==> config.mk <==
export PLATFORM = sky130hd
export DESIGN_NAME = rv_decode_top
export DESIGN_NICKNAME = d
export VERILOG_FILES = /design/src/logic/rv_decode_pkg.sv /design/src/logic/rv_read_if.sv /design/src/logic/rv_decode_stage.sv /design/src/logic/rv_decode_top.sv /design/src/logic/rv_decoder.sv /design/src/logic/rv_forward.sv /design/src/logic/rv_regfile.sv
export VERILOG_INCLUDE_DIRS = /design/src /design/src/logic
export SDC_FILE = /design/constraint.sdc
export NUM_CORES = 2
export LEC_CHECK = 0
export ABC_AREA = 1
export BUFFER_PORTS_ARGS = -buffer_cell sky130_fd_sc_hd__buf_2
export CAP_MARGIN = 20
export CORE_MARGIN = 2
export CORE_UTILIZATION = 41
export CTS_BUF_LIST = sky130_fd_sc_hd__clkbuf_16
export CTS_CLUSTER_SIZE = 10
export DETAILED_ROUTE_END_ITERATION = 12
export PLACE_DENSITY_LB_ADDON = 0.08
export SLEW_MARGIN = 10
export SYNTH_ARGS = -nofsm -noshare
export SYNTH_HDL_FRONTEND = slang
export SYNTH_SLANG_ARGS = --single-unit
==> constraint.sdc <==
create_clock -name clk -period 3.1 [get_ports clk]
set_input_delay 0.62 -clock clk [delete_from_list [all_inputs] [get_ports clk]]
set_output_delay 0.62 -clock clk [all_outputs]
set_load 0.005 [all_outputs]
==> src/logic/rv_decode_macros.svh <==
`ifndef RV_DECODE_MACROS_SVH
`define RV_DECODE_MACROS_SVH

// ------------------
// datapath sizes
// ------------------

`define XLEN 32         // data and address width.

`define NREGS 32        // integer register count.

`define RADDR_W 5       // register index width.

`endif

==> src/logic/rv_decode_pkg.sv <==
`default_nettype none

`include "rv_decode_macros.svh"

package rv_decode_pkg;

    typedef logic [`XLEN-1:0] word_t;
    typedef logic [`RADDR_W-1:0] regaddr_t;

    typedef enum logic [6:0] {
        op_lui    = 7'b0110111,
        op_auipc  = 7'b0010111,
        op_jal    = 7'b1101111,
        op_jalr   = 7'b1100111,
        op_branch = 7'b1100011,
        op_load   = 7'b0000011,
        op_store  = 7'b0100011,
        op_imm    = 7'b0010011,
        op_reg    = 7'b0110011,
        op_fence  = 7'b0001111,
        op_system = 7'b1110011
    } opcode_t;

    typedef enum logic [3:0] {
        alu_add, alu_sub, alu_sll, alu_slt, alu_sltu, alu_xor,
        alu_srl, alu_sra, alu_or, alu_and, alu_pass
    } alu_op_t;

    typedef enum logic [3:0] {
        except_illegal_instruction = 4'd2,
        except_breakpoint          = 4'd3,
        except_env_call_mach       = 4'd11
    } ecause_t;

    typedef struct packed {
        word_t    imm;
        regaddr_t waddr;
        regaddr_t raddr1;
        regaddr_t raddr2;
        logic     wren;
        logic     rden1;
        logic     rden2;
        logic     auipc;
        logic     lui;
        logic     jal;
        logic     jalr;
        logic     branch;
        logic     load;
        logic     store;
        logic     fence;
        logic     ecall;
        logic     ebreak;
        logic     valid;
        alu_op_t  alu_op;
    } decoded_t;

endpackage

`default_nettype wire

==> src/logic/rv_read_if.sv <==
`default_nettype none

`include "rv_decode_macros.svh"

interface rv_read_if;
    logic               rden1;
    logic               rden2;
    logic [`RADDR_W-1:0] raddr1;
    logic [`RADDR_W-1:0] raddr2;
    logic [`XLEN-1:0]    rf_data1;      // raw register file output.
    logic [`XLEN-1:0]    rf_data2;
    logic [`XLEN-1:0]    data1;         // operand after bypass.
    logic [`XLEN-1:0]    data2;

    modport stage (output rden1, rden2, raddr1, raddr2, input data1, data2);
    modport regfile (input raddr1, raddr2, output rf_data1, rf_data2);
    modport bypass (input rden1, rden2, raddr1, raddr2, rf_data1, rf_data2,
                    output data1, data2);
endinterface

`default_nettype wire

==> src/logic/rv_decode_stage.sv <==
`default_nettype none

`include "rv_decode_macros.svh"

module rv_decode_stage (
    input  logic                     clk,
    input  logic                     rst,
    input  logic                     in_valid,
    input  logic [`XLEN-1:0]         in_pc,
    input  logic [`XLEN-1:0]         in_instr,
    input  logic                     flush,
    input  rv_decode_pkg::decoded_t  dec,
    output logic [`XLEN-1:0]         instr_out,
    rv_read_if.stage                 rd,
    output logic                     stall,
    output logic                     out_valid,
    output logic [`XLEN-1:0]         out_pc,
    output logic [`XLEN-1:0]         out_npc,
    output logic [`XLEN-1:0]         out_imm,
    output logic [`RADDR_W-1:0]      out_waddr,
    output logic                     out_wren,
    output logic [`XLEN-1:0]         out_rdata1,
    output logic [`XLEN-1:0]         out_rdata2,
    output rv_decode_pkg::alu_op_t   out_alu_op,
    output logic                     out_load,
    output logic                     out_store,
    output logic                     out_branch,
    output logic                     out_jal,
    output logic                     out_jalr,
    output logic                     out_exception,
    output rv_decode_pkg::ecause_t   out_ecause,
    output logic [`XLEN-1:0]         out_etval
);
    import rv_decode_pkg::*;

    logic    hazard;
    logic    kill;
    logic    exc;
    ecause_t cause;

    assign instr_out = in_instr;

    assign rd.rden1 = dec.rden1;
    assign rd.rden2 = dec.rden2;
    assign rd.raddr1 = dec.raddr1;
    assign rd.raddr2 = dec.raddr2;

    // ------------------
    // hazard and bubble
    // ------------------
    assign hazard = out_load && (out_waddr != '0) &&
                    ((dec.rden1 && dec.raddr1 == out_waddr) ||
                     (dec.rden2 && dec.raddr2 == out_waddr));
    assign stall = in_valid && hazard && !flush;   // flush wins.
    assign kill = !in_valid || stall || flush;

    always_comb begin
        exc = 1'b1;
        cause = except_illegal_instruction;
        if (!dec.valid)
            cause = except_illegal_instruction;
        else if (dec.ebreak)
            cause = except_breakpoint;
        else if (dec.ecall)
            cause = except_env_call_mach;
        else
            exc = 1'b0;
    end

    // ------------------
    // output register
    // ------------------
    always_ff @(posedge clk) begin
        if (!rst) begin
            out_valid <= 1'b0;
            out_exception <= 1'b0;
            out_wren <= 1'b0;
            out_load <= 1'b0;
            out_store <= 1'b0;
            out_branch <= 1'b0;
            out_jal <= 1'b0;
            out_jalr <= 1'b0;
        end else begin
            out_valid <= !kill && dec.valid;
            out_exception <= !kill && exc;
            out_wren <= !kill && !exc && dec.wren;   // trap never writes back.
            out_load <= !kill && !exc && dec.load;
            out_store <= !kill && !exc && dec.store;
            out_branch <= !kill && dec.branch;
            out_jal <= !kill && dec.jal;
            out_jalr <= !kill && dec.jalr;
        end
    end

    always_ff @(posedge clk) begin
        out_pc <= in_pc;
        out_npc <= in_pc + `XLEN'd4;
        out_imm <= dec.imm;
        out_waddr <= dec.waddr;
        out_rdata1 <= rd.data1;
        out_rdata2 <= rd.data2;
        out_alu_op <= dec.alu_op;
        out_ecause <= cause;
        out_etval <= in_instr;
    end

endmodule

`default_nettype wire

==> src/logic/rv_decode_top.sv <==
`default_nettype none

`include "rv_decode_macros.svh"

module rv_decode_top (
    input  logic                    clk,
    input  logic                    rst,
    input  logic                    in_valid,
    input  logic [`XLEN-1:0]        in_pc,
    input  logic [`XLEN-1:0]        in_instr,
    input  logic                    ex_wren,
    input  logic                    ex_load,
    input  logic [`RADDR_W-1:0]     ex_waddr,
    input  logic [`XLEN-1:0]        ex_wdata,
    input  logic                    wb_wren,
    input  logic [`RADDR_W-1:0]     wb_waddr,
    input  logic [`XLEN-1:0]        wb_wdata,
    input  logic                    flush,
    output logic                    stall,
    output logic                    out_valid,
    output logic [`XLEN-1:0]        out_pc,
    output logic [`XLEN-1:0]        out_npc,
    output logic [`XLEN-1:0]        out_imm,
    output logic [`RADDR_W-1:0]     out_waddr,
    output logic                    out_wren,
    output logic [`XLEN-1:0]        out_rdata1,
    output logic [`XLEN-1:0]        out_rdata2,
    output rv_decode_pkg::alu_op_t  out_alu_op,
    output logic                    out_load,
    output logic                    out_store,
    output logic                    out_branch,
    output logic                    out_jal,
    output logic                    out_jalr,
    output logic                    out_exception,
    output rv_decode_pkg::ecause_t  out_ecause,
    output logic [`XLEN-1:0]        out_etval
);
    import rv_decode_pkg::*;

    decoded_t dec;
    word_t    instr;

    rv_read_if rd_bus ();

    rv_decoder u_decoder (
        .instr (instr),
        .dec   (dec)
    );

    rv_regfile u_regfile (
        .clk   (clk),
        .rst   (rst),
        .rd    (rd_bus.regfile),
        .wren  (wb_wren),
        .waddr (wb_waddr),
        .wdata (wb_wdata)
    );

    rv_forward u_forward (
        .rd       (rd_bus.bypass),
        .ex_wren  (ex_wren),
        .ex_load  (ex_load),
        .ex_waddr (ex_waddr),
        .ex_wdata (ex_wdata),
        .wb_wren  (wb_wren),
        .wb_waddr (wb_waddr),
        .wb_wdata (wb_wdata)
    );

    rv_decode_stage u_stage (
        .clk           (clk),
        .rst           (rst),
        .in_valid      (in_valid),
        .in_pc         (in_pc),
        .in_instr      (in_instr),
        .flush         (flush),
        .dec           (dec),
        .instr_out     (instr),
        .rd            (rd_bus.stage),
        .stall         (stall),
        .out_valid     (out_valid),
        .out_pc        (out_pc),
        .out_npc       (out_npc),
        .out_imm       (out_imm),
        .out_waddr     (out_waddr),
        .out_wren      (out_wren),
        .out_rdata1    (out_rdata1),
        .out_rdata2    (out_rdata2),
        .out_alu_op    (out_alu_op),
        .out_load      (out_load),
        .out_store     (out_store),
        .out_branch    (out_branch),
        .out_jal       (out_jal),
        .out_jalr      (out_jalr),
        .out_exception (out_exception),
        .out_ecause    (out_ecause),
        .out_etval     (out_etval)
    );

endmodule

`default_nettype wire

==> src/logic/rv_decoder.sv <==
`default_nettype none

`include "rv_decode_macros.svh"

module rv_decoder (
    input  logic [`XLEN-1:0]       instr,
    output rv_decode_pkg::decoded_t dec
);
    import rv_decode_pkg::*;

    logic [2:0] funct3;
    logic [6:0] funct7;
    word_t      imm_i;
    word_t      imm_s;
    word_t      imm_b;
    word_t      imm_u;
    word_t      imm_j;
    alu_op_t    arith_op;

    assign funct3 = instr[14:12];
    assign funct7 = instr[31:25];

    // ------------------
    // immediate formats
    // ------------------
    assign imm_i = {{20{instr[31]}}, instr[31:20]};
    assign imm_s = {{20{instr[31]}}, instr[31:25], instr[11:7]};
    assign imm_b = {{19{instr[31]}}, instr[31], instr[7], instr[30:25], instr[11:8], 1'b0};
    assign imm_u = {instr[31:12], 12'b0};
    assign imm_j = {{11{instr[31]}}, instr[31], instr[19:12], instr[20], instr[30:21], 1'b0};

    always_comb begin
        case (funct3)
            3'b000:  arith_op = alu_add;   // sub picked below for op_reg.
            3'b001:  arith_op = alu_sll;
            3'b010:  arith_op = alu_slt;
            3'b011:  arith_op = alu_sltu;
            3'b100:  arith_op = alu_xor;
            3'b101:  arith_op = funct7[5] ? alu_sra : alu_srl;
            3'b110:  arith_op = alu_or;
            default: arith_op = alu_and;
        endcase
    end

    always_comb begin
        dec = '0;
        dec.waddr = instr[11:7];
        dec.raddr1 = instr[19:15];
        dec.raddr2 = instr[24:20];
        case (opcode_t'(instr[6:0]))
            op_lui: begin
                dec.imm = imm_u;
                dec.wren = 1'b1;
                dec.lui = 1'b1;
                dec.alu_op = alu_pass;
                dec.valid = 1'b1;
            end
            op_auipc: begin
                dec.imm = imm_u;
                dec.wren = 1'b1;
                dec.auipc = 1'b1;
                dec.valid = 1'b1;
            end
            op_jal: begin
                dec.imm = imm_j;
                dec.wren = 1'b1;
                dec.jal = 1'b1;
                dec.valid = 1'b1;
            end
            op_jalr: begin
                dec.imm = imm_i;
                dec.wren = 1'b1;
                dec.rden1 = 1'b1;
                dec.jalr = 1'b1;
                dec.valid = (funct3 == 3'b000);
            end
            op_branch: begin
                dec.imm = imm_b;
                dec.rden1 = 1'b1;
                dec.rden2 = 1'b1;
                dec.branch = 1'b1;
                dec.valid = (funct3[2:1] != 2'b01);
            end
            op_load: begin
                dec.imm = imm_i;
                dec.wren = 1'b1;
                dec.rden1 = 1'b1;
                dec.load = 1'b1;
                dec.valid = (funct3 != 3'b011) && (funct3[2:1] != 2'b11);
            end
            op_store: begin
                dec.imm = imm_s;
                dec.rden1 = 1'b1;
                dec.rden2 = 1'b1;
                dec.store = 1'b1;
                dec.valid = (funct3[2] == 1'b0) && (funct3 != 3'b011);
            end
            op_imm: begin
                dec.imm = imm_i;
                dec.wren = 1'b1;
                dec.rden1 = 1'b1;
                dec.alu_op = arith_op;
                if (funct3 == 3'b001)
                    dec.valid = (funct7 == 7'h00);
                else if (funct3 == 3'b101)
                    dec.valid = (funct7 == 7'h00) || (funct7 == 7'h20);
                else
                    dec.valid = 1'b1;
            end
            op_reg: begin
                dec.wren = 1'b1;
                dec.rden1 = 1'b1;
                dec.rden2 = 1'b1;
                dec.alu_op = (funct3 == 3'b000 && funct7[5]) ? alu_sub : arith_op;
                dec.valid = (funct7 == 7'h00) ||
                            (funct7 == 7'h20 && (funct3 == 3'b000 || funct3 == 3'b101));
            end
            op_fence: begin
                dec.fence = 1'b1;
                dec.valid = (funct3 == 3'b000);
            end
            op_system: begin
                dec.ecall = (instr[31:7] == 25'd0);
                dec.ebreak = (instr[31:20] == 12'd1) && (instr[19:7] == 13'd0);
                dec.valid = dec.ecall || dec.ebreak;   // csr access is not decoded here.
            end
            default: dec.valid = 1'b0;
        endcase
    end

endmodule

`default_nettype wire

==> src/logic/rv_forward.sv <==
`default_nettype none

`include "rv_decode_macros.svh"

module rv_forward (
    rv_read_if.bypass          rd,
    input logic                ex_wren,
    input logic                ex_load,
    input logic [`RADDR_W-1:0] ex_waddr,
    input logic [`XLEN-1:0]    ex_wdata,
    input logic                wb_wren,
    input logic [`RADDR_W-1:0] wb_waddr,
    input logic [`XLEN-1:0]    wb_wdata
);
    import rv_decode_pkg::*;

    function automatic word_t pick(input logic en, input regaddr_t addr, input word_t rf);
        word_t res;
        if (!en || addr == '0)
            res = '0;
        else if (ex_wren && !ex_load && ex_waddr == addr)
            res = ex_wdata;                // load data is not ready in execute.
        else if (wb_wren && wb_waddr == addr)
            res = wb_wdata;
        else
            res = rf;
        return res;
    endfunction

    always_comb begin
        rd.data1 = pick(rd.rden1, rd.raddr1, rd.rf_data1);
        rd.data2 = pick(rd.rden2, rd.raddr2, rd.rf_data2);
    end

endmodule

`default_nettype wire

==> src/logic/rv_regfile.sv <==
`default_nettype none

`include "rv_decode_macros.svh"

module rv_regfile (
    input logic                clk,
    input logic                rst,
    rv_read_if.regfile         rd,
    input logic                wren,
    input logic [`RADDR_W-1:0] waddr,
    input logic [`XLEN-1:0]    wdata
);
    import rv_decode_pkg::*;

    word_t regs [`NREGS];

    always_ff @(posedge clk) begin
        if (!rst) begin
            for (int i = 0; i < `NREGS; i++) begin
                regs[i] <= '0;
            end
        end else if (wren && waddr != '0) begin   // x0 stays zero.
            regs[waddr] <= wdata;
        end
    end

    // same-cycle write is picked up by the bypass, not here.
    assign rd.rf_data1 = regs[rd.raddr1];
    assign rd.rf_data2 = regs[rd.raddr2];

endmodule

`default_nettype wire

Yosys cells after proc, flatten, opt, wreduce, memory -nomap -nowiden
Memories as Yosys holds them, arrays and structs flattened.
Index checks and enable logic that the tools add are counted.
Widths: inputs -> output; s select.
{ "word_totals": {"wordCells": 142, "in_bits": 145, "ramBits": 1024, "reg_bits": 213, "n_memories": 1, "out_inout_bits": 214} }
{ "memory_table": {"columns": ["memory", "words", "word_bits", "read_ports", "rd_clocked_by_memory_dff", "write_ports", "line_no", "source"], "rows": [
  ["u_regfile.regs", 32, 32, 2, 0, 32, "rv_regfile.sv:15", "word_t regs [`NREGS];"]
]} }
{ "classes": {"n_bitwise": 2, "n_mux": 33, "eq_ne": 28, "n_reduce_logical": 59, "addsub": 1} }
{ "op_table": {"columns": ["operator", "n"], "rows": [
  ["$mux 32", 5],
  ["$pmux 32 s5", 1],
  ["$add 32x3->32 const B", 1],
  ["$reduce_or 32->1", 1],
  ["$eq 5x5->1", 6],
  ["$eq 7x6->1 const B", 4],
  ["$eq 7x7->1 const B", 4],
  ["$pmux 4 s7", 1],
  ["$logic_and 1x1->1", 26],
  ["$logic_not 25->1", 1],
  ["$mux 1", 20],
  ["$eq 7x5->1 const B", 2],
  ["$logic_not 13->1", 1],
  ["$eq 12x1->1 const B", 1],
  ["$pmux 4 s3", 1],
  ["$logic_not 5->1", 2],
  ["$reduce_bool 5->1", 2],
  ["$eq 3x3->1 const B", 3],
  ["$logic_or 1x1->1", 9],
  ["$reduce_or 3->1", 3],
  ["$mux 4", 2],
  ["$pmux 1 s8", 1],
  ["$eq 7x2->1 const B", 1],
  ["$eq 7x4->1 const B", 1],
  ["other kinds (14)", 24]
]} }

Logic depth before layout (Yosys ltp)
{ "depth": {"depth_word": 13, "ltp_mapped": 14, "mapped_depth_nobuf": 11} }

Cells and area by module
Synthesis repeated with hierarchy kept, for this count alone.
{ "unflattened": {"hier_cells": 8482, "hier_area_um2": 65972.0} }
{ "by_module_without_submodules": {"columns": ["module", "area_each_um2", "cells_each", "instances", "seq_area_each_um2"], "rows": [
  ["rv_regfile", 56651.8, 7191, 1, 30749.5],
  ["rv_decode_stage", 5680.4, 486, 1, 4184.0],
  ["rv_forward", 2571.2, 594, 1, 0.0],
  ["rv_decoder", 1068.5, 211, 1, 0.0]
]} }

Worst setup path before layout
OpenSTA, ideal clock, no wires.
{ "synth_path": {"path_kind": "input port to flip-flop", "from": "input wb_waddr[2]", "to": "memory u_regfile.regs[31][0] in the netlist's numbering, enable pin", "required_time_ns": 2.622, "setup_ns": 0.478, "path_stages": 9, "setup_slack_ns": 0.561, "path_buffers": 1, "arrival_ns": 2.061, "path_cell_list": "nor3_2 nand2_1 nand3_1 inv_2 nand3_1 inv_2 nand2_1 buf_2 nand2_1"} }
{ "synth_rtl": {"columns": ["element", "line_no", "source"], "rows": [
  ["start: declaration", "rv_decode_top.sv:16", "input logic [`RADDR_W-1:0] wb_waddr,"],
  ["end: declaration", "rv_regfile.sv:15", null]
]} }

Final worst setup path
{ "layout_path": {"from": "input in_instr[6]", "to": "output stall"} }
{ "layout_between": {"elab_chain_len": 8, "word_cells_on_any_way": 16, "classes_between": "eq/ne (6); mux (2); reduce/logical (8)"} }
{ "layout_lines": {"columns": ["element", "line_no", "source"], "rows": [
  ["start: declaration", "rv_decode_top.sv:10", "input logic [`XLEN-1:0] in_instr,"],
  ["$eq 7x7->1, or another cell as far along", "rv_decoder.sv:50", "case (opcode_t'(instr[6:0]))"],
  ["$reduce_or 6->1 (no source line) / $reduce_or 3->1 (equally long branches)", null, null],
  ["$mux 1", "rv_decoder.sv:50", null],
  ["$logic_and 1x1->1 (on tied branches)", "rv_decode_stage.sv:52, rv_decode_stage.sv:53", null],
  ["$logic_or 1x1->1 *", "rv_decode_stage.sv:52", "((dec.rden1 && dec.raddr1 == out_waddr) ||"],
  ["$logic_and 1x1->1 *", "rv_decode_stage.sv:51", "assign hazard = out_load && (out_waddr != '0) &&"],
  ["$logic_and 1x1->1 * (2 in a row)", "rv_decode_stage.sv:54", "assign stall = in_valid && hazard && !flush;"],
  ["end: declaration", "rv_decode_top.sv:19", "output logic stall,"]
]} }
Every way passes the cells marked *; elsewhere a longest branch is shown, timed or not.

==> out/metrics.cfg <==
[yosys]
yosysUniqueCellTypes = 38
synth_cells = 8602
ys_seq_area_frac = 0.533
ys.flop_type = edfxtp_1
synth.most_common_cell = nand2_1
synthTopCellsByCount = nand2_1 (3,142), nor2_1 (1,485), edfxtp_1 (1,024)
syn-cell-area_mm2 = 0.0653
syn_avg_cell_area_um2 = 7.59
synth-seq-cells = 1228
synth_top_cell_area_share = 0.471
synthArstFlopShare = 0
yosysWarnings = 0
yosys.area.top_type = edfxtp_1
ys_top_cells_by_area = edfxtp_1 (47%), nand2_1 (18%), nor2_1 (8.5%), nand3_1 (7.8%), dfxtp_1 (6.3%)
synth_edf_count = 1024

[global_route]
grt_antenna_before_repair = 11
grtUsageTotal = 0.326
grt_max_degree = 121
grt_pass1_vias = 56645
grt_pass1_wl_um = 390000
grt_remaining_overflow = 0

[floorplan]
dieWidth_um = 403
start_util = 0.412
num_rows = 146
core-area_mm2 = 0.158
fp.dieH_um = 403
ios = 359
design.die.area_mm2 = 0.163

[detailed_routing]
ant_nets = 0
drc_errors = 0
drt-wirelength-per-cell_um = 24.6
drt_iter0_drc = 8200
drt_pass1_iterations = 9
via_count = 61576
avgViaCountPerCell = 5.58
routed_wl_um = 271000

[power]
pwr-share-comb = 0.132
ir_drop_mv = 0.492
p_switching_mw = 11.6
powerDensity_mw_per_mm2 = 540
p_leak_nw = 34.2
seqPwrFrac = 0.471
netSwitchingFraction = 0.285
p_int_mw = 29.1
pwr-share-clk = 0.396

[setup_path]
critPathBufInv = 5
crit_fanout = 5
worstSetupPathType = primary input to primary output
cp_data_arrival_time_ps = 2340
slowest_delay_ps = 520
path_cells = dlygate4sd3_1 -> buf_2 -> inv_1 -> nor2_2 -> nand2_2 -> nand3_2 -> nor2_2 -> nor2_1 -> nand2_2 -> inv_1 -> buf_2
startpoint = in_instr[6]
crit_cells = 11
crit_path_start_kind = primary input
reg2reg_slack_ps = 1370
required_ps = 2480
crit_family = buffers and inverters
crit_slowest_cell = dlygate4sd3_1
r2r-start = u_regfile.regs[6][10]
reg2reg_depth = 8
worstSetupEndpointType = primary output
endpoint = stall
r2r_end = u_stage.out_rdata1[10]

[finish]
nNetsFinal = 8993
fill_cells = 15273
layout-drive-gt1-share = 0.104
fin_cells = 11034
diodes = 0
area_growth_pct = 15.3

[run_status]
outcome = complete, no violations

[timing]
fin_crit_ps = 2960
period_share = 0.955
fmax_mhz = 338
finalSetupTns_ps = 0
relSlewSlack = 0.447
hold_viol = 0
worst_pin_slew_ps = 829
slew_violations = 0
setup_viol = 0
rsz0062_at_grt = no
fin_worst_skew_ps = 31.6

[run]
maxCapViolCount = 0

[clock_tree]
cts_root_buf = clkbuf_16
cts-buffers-inserted = 149
clkTransAtPathRegs_ps = 60
cts_tree = yes
cts_max_level = 4
insertion_delay_ps = 810
cts.sinks = 1228
clockBufferDepth = 3
post_cts_buffers = 0

[worst_hold_path]
hold_path_class = primary input to flop
hold_depth = 1

[placed_design]
dp_hpwl_um = 161000
gp_congestion = 0.903
port-buffer-count = 356
dp_cells = 10716

final cells by class:
class / count / area [µm²] / share of cell area
multi-input combinational: 6202 / 25700 / 0.341
timing repair buffer: 713 / 5730 / 0.0760
sequential: 1228 / 34800 / 0.462
clock inverter: 115 / 589 / 0.00782
clock buffer: 151 / 3780 / 0.0501
inverter: 553 / 2120 / 0.0281
tap: 2072 / 2590 / 0.0344
kinds of logic after synthesis:
| family | Yosys count | share of synthesized area |
|---|---|---|
| compound gates | 406 | 0.0316 |
| simple gates | 5724 | 0.352 |
| xor+xnor | 37 | 0.00496 |
| other cells | 2 | 0.000115 |
| flops | 1228 | 0.533 |
| buf+inv | 1204 | 0.0781 |
| fa+ha+maj | 1 | 0.000191 |
power groups by stage:
stage | Clock [mW] | Sequential [mW] | Combinational [mW]
floorplan | 0 | 19.4 | 2.95
global placement | 0 | 19.5 | 5.18
CTS | 16.3 | 19.1 | 5.27
global route | 16.9 | 19.2 | 5.80
finish | 16.1 | 19.2 | 5.39
detailed placement | 0 | 19.5 | 5.21
registers in the layout, indices dropped and copies added, names as in the netlist:
signal / flops
u_regfile.regs: 1024
u_stage.out_imm: 32
u_stage.out_pc: 32
u_stage.out_rdata1: 32
u_stage.out_rdata2: 32
u_stage.out_npc: 30
u_stage.out_etval: 28
u_stage.out_alu_op: 4
u_stage.out_waddr: 4
u_stage.out_ecause: 2
u_stage.out_branch: 1
u_stage.out_exception: 1
u_stage.out_jal: 1
u_stage.out_jalr: 1
u_stage.out_load: 1
u_stage.out_store: 1
u_stage.out_valid: 1
u_stage.out_wren: 1
metrics by stage:
step	setup slack, ps	total power, mW	instance area [µm²]	hold WS (ps)	util
6_report	139	40.7	75400	53.8	0.476
3_3_place_gp	338	24.6	70500	722	0.445
4_1_cts	30.6	40.7	75300	10.0	0.476
2_1_floorplan	561	22.3	65500	648	-
3_5_place_dp	308	24.7	70500	736	0.445
5_1_grt	18.2	41.9	75400	36.6	0.476
cells in the final DEF, fill, tap and decap left out, types with 87 or more instances in the layout:
cell,count
a21oi_1,294
buf_12,87
buf_2,348
buf_4,222
clkbuf_16,151
dfxtp_1,204
edfxtp_1,1024
inv_1,618
nand2_1,3085
nand3_1,1017
nor2_1,1484
o21ai_0,91
repair_timing:
| action | in CTS | in global routing |
|---|---|---|
| hold buffers | 52 | 0 |
| setup endpoints to repair | 0 | 1 |
| gates resized for setup | 0 | 4 |
| hold endpoints to repair | 53 | 0 |
layer usage:
metal  wire, µm  share of wire  up-vias  GRT usage
met3      30600           0.11      595     0.0560
li1           -              -    27859          -
met1     111000           0.41    29270      0.460
met2     120000           0.44     3848      0.504
met4       9370          0.035        4      0.114
met5         29        0.00011        -          0
worst min-delay path by stage:
stage	start	end	slack, ps
6_report	in_instr[30]	u_stage.out_etval[30]	50
5_1_grt	in_instr[30]	u_stage.out_etval[30]	40
4_1_cts	in_instr[30]	u_stage.out_etval[30]	10
3_5_place_dp	in_pc[0]	u_stage.out_pc[0]	740
3_3_place_gp	in_pc[0]	u_stage.out_pc[0]	720
2_1_floorplan	in_instr[0]	u_stage.out_etval[0]	650
Power figures use the tool's default switching activity.
